### config.mk
export PLATFORM = sky130hd
export DESIGN_NAME = commit_gather
export DESIGN_NICKNAME = d
export VERILOG_FILES = /design/src/verilog/gpu_pkg.sv /design/src/verilog/elastic_buffer.sv /design/src/verilog/commit_gather.sv
export VERILOG_INCLUDE_DIRS = /design/src /design/src/verilog
export SDC_FILE = /design/constraint.sdc
export NUM_CORES = 1
export LEC_CHECK = 0
export ABC_AREA = 1
export BUFFER_PORTS_ARGS = -buffer_cell sky130_fd_sc_hd__buf_4
export CORE_AREA = 2 2 383 385
export DETAILED_ROUTE_END_ITERATION = 10
export DIE_AREA = 0 0 385 387
export SYNTH_ARGS = -nofsm -noshare
export SYNTH_HDL_FRONTEND = slang
export SYNTH_SLANG_ARGS = --single-unit
### constraint.sdc
create_clock -name clk -period 23.6 [get_ports clk]
set_input_delay 2.36 -clock clk [delete_from_list [all_inputs] [get_ports clk]]
set_output_delay 2.36 -clock clk [all_outputs]
set_load 0.05 [all_outputs]
### src/verilog/gpu_cfg.svh
`ifndef GPU_CFG_SVH
`define GPU_CFG_SVH

// Threads per warp and lanes carried by one commit packet
`define GPU_NUM_THREADS 4
`define GPU_NUM_LANES 2

// Warp count and the number of issue slots the warps are spread over
`define GPU_NUM_WARPS 8
`define GPU_ISSUE_CNT 4

// Execution-unit ports feeding the commit stage
`define GPU_BLOCK_SIZE 2

// Datapath and register index widths
`define GPU_XLEN 32
`define GPU_NR_BITS 5
`define GPU_UUID_WIDTH 8

// Derived widths, kept in step with the sizes above by hand
// WID is log2(warps), PID is log2(threads / lanes)
`define GPU_WID_BITS 3
`define GPU_PID_BITS 1

// Slot index width is log2(issue slots), block index width is log2(ports)
`define GPU_SLOT_BITS 2
`define GPU_BLOCK_BITS 1

`endif

### src/verilog/gpu_pkg.sv
`default_nettype none

`include "gpu_cfg.svh"

package gpu_pkg;

    // Commit packet as it leaves an execution unit, covering one lane slice
    typedef struct packed {
        logic [`GPU_UUID_WIDTH-1:0]                    uuid;
        logic [`GPU_WID_BITS-1:0]                      wid;
        logic [`GPU_NUM_LANES-1:0]                     tmask;
        logic [`GPU_XLEN-1:0]                          pc;
        logic                                          wb;
        logic [`GPU_NR_BITS-1:0]                       rd;
        logic [`GPU_NUM_LANES-1:0][`GPU_XLEN-1:0]      data;
        logic [`GPU_PID_BITS-1:0]                      pid;
        logic                                          sop;
        logic                                          eop;
        logic                                          halt;
    } commit_lane_t;

    // Same packet after the lane slice has been placed at its thread positions
    typedef struct packed {
        logic [`GPU_UUID_WIDTH-1:0]                    uuid;
        logic [`GPU_WID_BITS-1:0]                      wid;
        logic [`GPU_NUM_THREADS-1:0]                   tmask;
        logic [`GPU_XLEN-1:0]                          pc;
        logic                                          wb;
        logic [`GPU_NR_BITS-1:0]                       rd;
        logic [`GPU_NUM_THREADS-1:0][`GPU_XLEN-1:0]    data;
        logic                                          sop;
        logic                                          eop;
        logic                                          halt;
    } commit_full_t;

    // One record per retired instruction
    // tmask is the union of the masks of every packet from sop to eop
    typedef struct packed {
        logic [`GPU_UUID_WIDTH-1:0]                    uuid;
        logic [`GPU_WID_BITS-1:0]                      wid;
        logic [`GPU_XLEN-1:0]                          pc;
        logic                                          halt;
        logic [`GPU_NUM_THREADS-1:0]                   tmask;
    } retire_t;

endpackage

`default_nettype wire

### src/verilog/elastic_buffer.sv
`timescale 1ns/10ps
`default_nettype none

module elastic_buffer #(
    parameter int DATAW = 8
) (
    input  logic             clk,
    input  logic             rst,

    input  logic             valid_in,
    input  logic [DATAW-1:0] data_in,
    output logic             ready_in,

    output logic             valid_out,
    output logic [DATAW-1:0] data_out,
    input  logic             ready_out
);

    logic             out_valid_r;
    logic [DATAW-1:0] out_data_r;
    logic             skid_valid_r;
    logic [DATAW-1:0] skid_data_r;

    logic push;
    logic out_free;

    // Input side only sees the skid register, so ready is a flop output
    assign ready_in = !skid_valid_r;
    assign push     = valid_in && ready_in;

    // The output register can take a new entry when empty or being drained
    assign out_free = !out_valid_r || ready_out;

    always_ff @(posedge clk) begin
        if (rst) begin
            out_valid_r  <= 1'b0;
            skid_valid_r <= 1'b0;
        end else if (out_free) begin
            out_valid_r  <= skid_valid_r || push;
            skid_valid_r <= 1'b0;
        end else if (push) begin
            // Output is stalled, park the incoming entry
            skid_valid_r <= 1'b1;
        end
    end

    always_ff @(posedge clk) begin
        if (out_free) begin
            out_data_r <= skid_valid_r ? skid_data_r : data_in;
        end
        if (push && !out_free) begin
            skid_data_r <= data_in;
        end
    end

    assign valid_out = out_valid_r;
    assign data_out  = out_data_r;

endmodule

`default_nettype wire

### src/verilog/commit_gather.sv
`timescale 1ns/10ps
`default_nettype none

`include "gpu_cfg.svh"

module commit_gather (
    input  logic                                            clk,
    input  logic                                            rst,

    input  logic [`GPU_BLOCK_SIZE-1:0]                      in_valid,
    input  gpu_pkg::commit_lane_t [`GPU_BLOCK_SIZE-1:0]     in_data,
    output logic [`GPU_BLOCK_SIZE-1:0]                      in_ready,

    output logic [`GPU_ISSUE_CNT-1:0]                       slot_valid,
    output gpu_pkg::commit_full_t [`GPU_ISSUE_CNT-1:0]      slot_data,
    input  logic [`GPU_ISSUE_CNT-1:0]                       slot_ready
);

    localparam int BLOCK_BITS = `GPU_BLOCK_BITS;
    localparam int SLOT_BITS  = `GPU_SLOT_BITS;
    localparam int LANE_W     = $bits(gpu_pkg::commit_lane_t);

    logic [`GPU_BLOCK_SIZE-1:0][SLOT_BITS-1:0]      in_slot;
    logic [`GPU_ISSUE_CNT-1:0]                      buf_valid;
    gpu_pkg::commit_lane_t [`GPU_ISSUE_CNT-1:0]     buf_data;
    logic [`GPU_ISSUE_CNT-1:0]                      buf_ready;

    // Port i only carries warps whose low wid bits equal i, so the upper
    // slice bits of wid plus the port number pick a unique slot
    for (genvar i = 0; i < `GPU_BLOCK_SIZE; i++) begin : g_route
        assign in_slot[i] = {in_data[i].wid[BLOCK_BITS +: (SLOT_BITS - BLOCK_BITS)],
                             BLOCK_BITS'(i)};
        assign in_ready[i] = buf_ready[in_slot[i]];
    end

    always_comb begin
        buf_valid = '0;
        buf_data  = '0;
        for (int i = 0; i < `GPU_BLOCK_SIZE; i++) begin
            buf_valid[in_slot[i]] = in_valid[i];
            buf_data[in_slot[i]]  = in_data[i];
        end
    end

    for (genvar s = 0; s < `GPU_ISSUE_CNT; s++) begin : g_slot
        logic                  out_valid;
        gpu_pkg::commit_lane_t out_data;
        gpu_pkg::commit_full_t full;

        elastic_buffer #(
            .DATAW      (LANE_W)
        ) slot_buf (
            .clk        (clk),
            .rst        (rst),
            .valid_in   (buf_valid[s]),
            .data_in    (buf_data[s]),
            .ready_in   (buf_ready[s]),
            .valid_out  (out_valid),
            .data_out   (out_data),
            .ready_out  (slot_ready[s])
        );

        // Spread the lane slice over the thread range selected by pid
        always_comb begin
            full       = '0;
            full.uuid  = out_data.uuid;
            full.wid   = out_data.wid;
            full.pc    = out_data.pc;
            full.wb    = out_data.wb;
            full.rd    = out_data.rd;
            full.sop   = out_data.sop;
            full.eop   = out_data.eop;
            full.halt  = out_data.halt;
            for (int j = 0; j < `GPU_NUM_LANES; j++) begin
                full.tmask[int'(out_data.pid) * `GPU_NUM_LANES + j] = out_data.tmask[j];
                full.data[int'(out_data.pid) * `GPU_NUM_LANES + j]  = out_data.data[j];
            end
        end

        assign slot_valid[s] = out_valid;
        assign slot_data[s]  = full;
    end

endmodule

`default_nettype wire

==> impl_summary.log <==
INFO  metric crit_path_slowest_cell = sky130_fd_sc_hd__buf_8
INFO  metric timing.reg2reg.setup_slack = 20.19 ns
INFO  metric cts_root_buffer = sky130_fd_sc_hd__clkbuf_16
INFO  metric yosysWarningCount = 0
INFO  metric final-setup-viol-count = 0
INFO  metric yosysSeqAreaShare = 63.05%
INFO  metric htreeDepth = 3
INFO  metric worst_path_dominant_cell_family = buffers and inverters
INFO  metric syn_inst = 4625
INFO  metric io_pins = 988
INFO  metric hold_path.class = reg -> reg
INFO  metric met2WireLength = 69.89 mm
INFO  metric synth_cell_types = 18
INFO  metric synth_enable_flop_cells = 948
INFO  metric route.antenna.remaining_nets = 0
INFO  metric cts.clk_slew.worst_paths = 0.06 ns
INFO  metric cts.sink_count = 956
INFO  metric timing.critical_path.arrival = 3.63 ns
INFO  metric syn_area = 45400 µm²
INFO  metric min-delay-start = g_slot[0].slot_buf.skid_data_r[94]
INFO  metric post_synth_most_frequent_cells = sky130_fd_sc_hd__nand2_1, sky130_fd_sc_hd__inv_1, sky130_fd_sc_hd__edfxtp_1
INFO  metric post-dp-hpwl = 104.7 mm
INFO  metric mean_number_of_vias_per_cell = 4.263
INFO  metric top_layer = met5
INFO  metric max-cap-violations = 0
INFO  metric timing.final.crit_period = 5.989 ns
INFO  metric hold-path-endpoint = g_slot[0].slot_buf.data_out[94]
INFO  metric min_path_cells = 2
INFO  metric dr_wl_met3 = 10.61 mm
INFO  metric postRouteWirelength = 145.8 mm
INFO  metric synthFlopType = sky130_fd_sc_hd__edfxtp_1
INFO  metric drc_errors = 0
INFO  metric setup_repair_after_global_routing_missed_its_margin = false
INFO  metric dpl-instance-area = 52460 µm²
INFO  metric clock_latency = 0.73 ns
INFO  metric critical_path_buf_inv_count = 2
INFO  metric tritoncts = yes
INFO  metric start_util = 31.34%
INFO  metric track_usage = 18.99%
INFO  metric pin_count_of_the_biggest_net_entering_global_routing = 119
INFO  metric power_density = 77.52 nW/µm²
INFO  metric drive_gt1_share = 24.80%
INFO  metric cts.path.max_buffers = 3
INFO  metric die_area = 149000 µm²
INFO  metric core_area = 144900 µm²
INFO  metric grt_pass1_vias = 29280
INFO  metric detail_route.first_pass.iterations = 6
INFO  metric post-synth-top-count-cell = sky130_fd_sc_hd__nand2_1
INFO  metric worst_setup_path_start_kind = primary input
INFO  metric asyncSetResetFlopFracSynth = 0%
INFO  metric final.setup.tns = 0 ns
INFO  metric worst_ir_drop_vdd = 0.05935 mV
INFO  metric final.setup_skew = 0.05849 ns
INFO  metric crit_fanout = 99
INFO  metric chipWidth = 385 µm
INFO  metric r2r-end = g_slot[1].slot_buf.skid_data_r[20]
INFO  metric synth.area.top_cells = sky130_fd_sc_hd__edfxtp_1, sky130_fd_sc_hd__nand2_1, sky130_fd_sc_hd__inv_1
INFO  metric wl_met1 = 59.24 mm
INFO  metric worstPathCellList = buf_8 > nand2_1 > o21ai_0 > buf_4
INFO  metric route.vias.total = 31290
INFO  metric power_leakage = 27.76 nW
INFO  metric cts.hold.buffers_added = 0
INFO  metric die_h = 387 µm
INFO  metric register_bit_total_from_synthesis = 956
INFO  metric status = complete, no violations
INFO  metric fmax = 167.0 MHz
INFO  metric grt_pass1_wl = 206.2 mm
INFO  metric worst_setup_path_end_kind = output pin
INFO  metric std_cell_rows = 140
INFO  metric numPortBuffers = 985
INFO  metric drt_first_iter_violations = 2337
INFO  metric gp_congestion = 0.9428
INFO  metric yosys.area.top_type = sky130_fd_sc_hd__edfxtp_1
INFO  metric layout_worst_path_cycle_share = 25.38%
INFO  metric worst-endpoint-required = 21.24 ns
INFO  metric final_design_area_no_fill = 55750 µm²
INFO  metric hold_violations = 0
INFO  metric postSynthAreaPerCell = 9.817 µm²
INFO  metric syn2layout_area_growth = 22.78%
INFO  metric worst_r2r_path_depth = 4
INFO  metric slew_viol_final = 0
INFO  metric sequential_cell_area = 28640 µm²
INFO  metric top_area_cell_type_share_of_the_netlist_area = 62.70%
INFO  metric antenna_violations_before_repair = 20
INFO  metric multiInputGateArea = 9896 µm²
INFO  metric number_of_buffers_inserted_during_clock_tree_synthesis = 103
INFO  metric nets = 5569
INFO  metric slowest_delay = 0.57 ns
INFO  metric routed_wire_length_per_instance = 19.86 µm
INFO  metric tightest_slew = 1.139 ns
INFO  metric category_of_the_critical_setup_timing_path = in -> out
INFO  metric worst_reg2reg_path_startpoint = g_slot[1].slot_buf.valid_out
INFO  metric cts_setup_buffers = 0
INFO  metric global_route.overflow_total = 0
INFO  metric post_cts_resize_count = 0
INFO  metric final.fill_count = 14410
INFO  metric slew_headroom = 24.06%
## where the power goes
part	switching (mW)	internal [mW]
sequential	0.0591	1.96
combinational	0.547	0.193
clock	0.697	0.870
total	1.30	3.02
## routing by layer
metal  track usage [%]  up-vias
met5                 0        -
met4             8.707        6
met3             4.969      200
met2             31.09     1044
met1             23.34    14760
li1                  -    15280
## worst register-to-register path, delay by kind of cell (launching register included)
kind	cells	cell delay, ns
DFF	1	0.41
buffers and inverters	2	1.63
and+or+nand+nor	2	0.81
## cell families (layout without fill, tap and decap cells)
logic type	count (synthesis)	after routing	synth area share, %
simple gates	1985	1985	19.07
buf+inv	1445	2226	15.25
flops	956	956	63.05
compound gates	238	238	2.623
other cells	1	18	0.008259
## flip-flops by register name, indices dropped and copies added (netlist names)
register                      flops
g_slot.slot_buf.skid_data_r     474
g_slot.slot_buf.data_out        474
g_slot.slot_buf.valid_out         4
g_slot.slot_buf.skid_valid_r      4
## stage by stage
| step | hold WS, ns | utilization (%) | std cells | setup slack, ns | power, mW |
|---|---|---|---|---|---|
| 3_5_place_dp | 0.5009 | 36.21 | 7135 | 17.63 | 2.793 |
| 5_1_grt | 0.5094 | 38.48 | 7338 | 17.45 | 4.469 |
| 4_1_cts | 0.4783 | 38.46 | 7324 | 17.62 | 4.364 |
| 6_report | 0.4752 | 38.48 | 7340 | 17.61 | 4.322 |
| 3_3_place_gp | 0.5006 | 36.21 | 7135 | 17.63 | 2.789 |
| 2_1_floorplan | 0.4743 | - | 4626 | 9.182 | 2.557 |
## cells in the final DEF (no fill, tap or decap)
cell type,count
sky130_fd_sc_hd__nand2_1,1471
sky130_fd_sc_hd__diode_2,16
sky130_fd_sc_hd__nor2_4,162
sky130_fd_sc_hd__clkinv_1,24
sky130_fd_sc_hd__nor2_1,346
sky130_fd_sc_hd__nor3_2,2
sky130_fd_sc_hd__o21ai_0,26
sky130_fd_sc_hd__nand3_1,2
sky130_fd_sc_hd__inv_16,3
sky130_fd_sc_hd__o21ai_1,212
sky130_fd_sc_hd__clkinvlp_4,3
sky130_fd_sc_hd__conb_1,2
sky130_fd_sc_hd__clkbuf_8,4
sky130_fd_sc_hd__inv_1,1011
sky130_fd_sc_hd__dfxtp_1,4
sky130_fd_sc_hd__buf_8,2
sky130_fd_sc_hd__dfxtp_4,4
sky130_fd_sc_hd__buf_4,1019
sky130_fd_sc_hd__buf_12,1
sky130_fd_sc_hd__clkbuf_16,104
sky130_fd_sc_hd__inv_4,2
sky130_fd_sc_hd__bufinv_16,4
sky130_fd_sc_hd__clkinv_16,3
sky130_fd_sc_hd__inv_6,4
sky130_fd_sc_hd__clkbuf_1,20
sky130_fd_sc_hd__clkinv_4,1
sky130_fd_sc_hd__clkinv_2,21
sky130_fd_sc_hd__nand2_4,2
sky130_fd_sc_hd__edfxtp_1,948
## final cells by class
cell class / instances / share of cell area (%)
clock inverter: 61 / 0.9224
multi-input combinational: 2225 / 17.75
sequential: 956 / 51.38
tap: 1917 / 4.302
timing repair buffer: 1022 / 13.81
antenna: 16 / 0.07182
clock buffer: 128 / 4.902
inverter: 1015 / 6.861
## how the worst max path moves through the flow
stage                     slack (ns)                      startpoint  cells past startpoint                           endpoint
after floorplan                 9.18                   slot_ready[1]                      3  g_slot[1].slot_buf.skid_data_r[0]
after global placement         17.63                    in_data[228]                      4                        in_ready[1]
after detailed placement       17.63                    in_data[228]                      4                        in_ready[1]
after CTS                      17.62                    in_data[228]                      4                        in_ready[1]
after global routing           17.45  g_slot[1].slot_buf.data_out[3]                      5                     slot_data[301]
final                          17.61                    in_data[228]                      4                        in_ready[1]
Power figures use the tool's default switching activity.
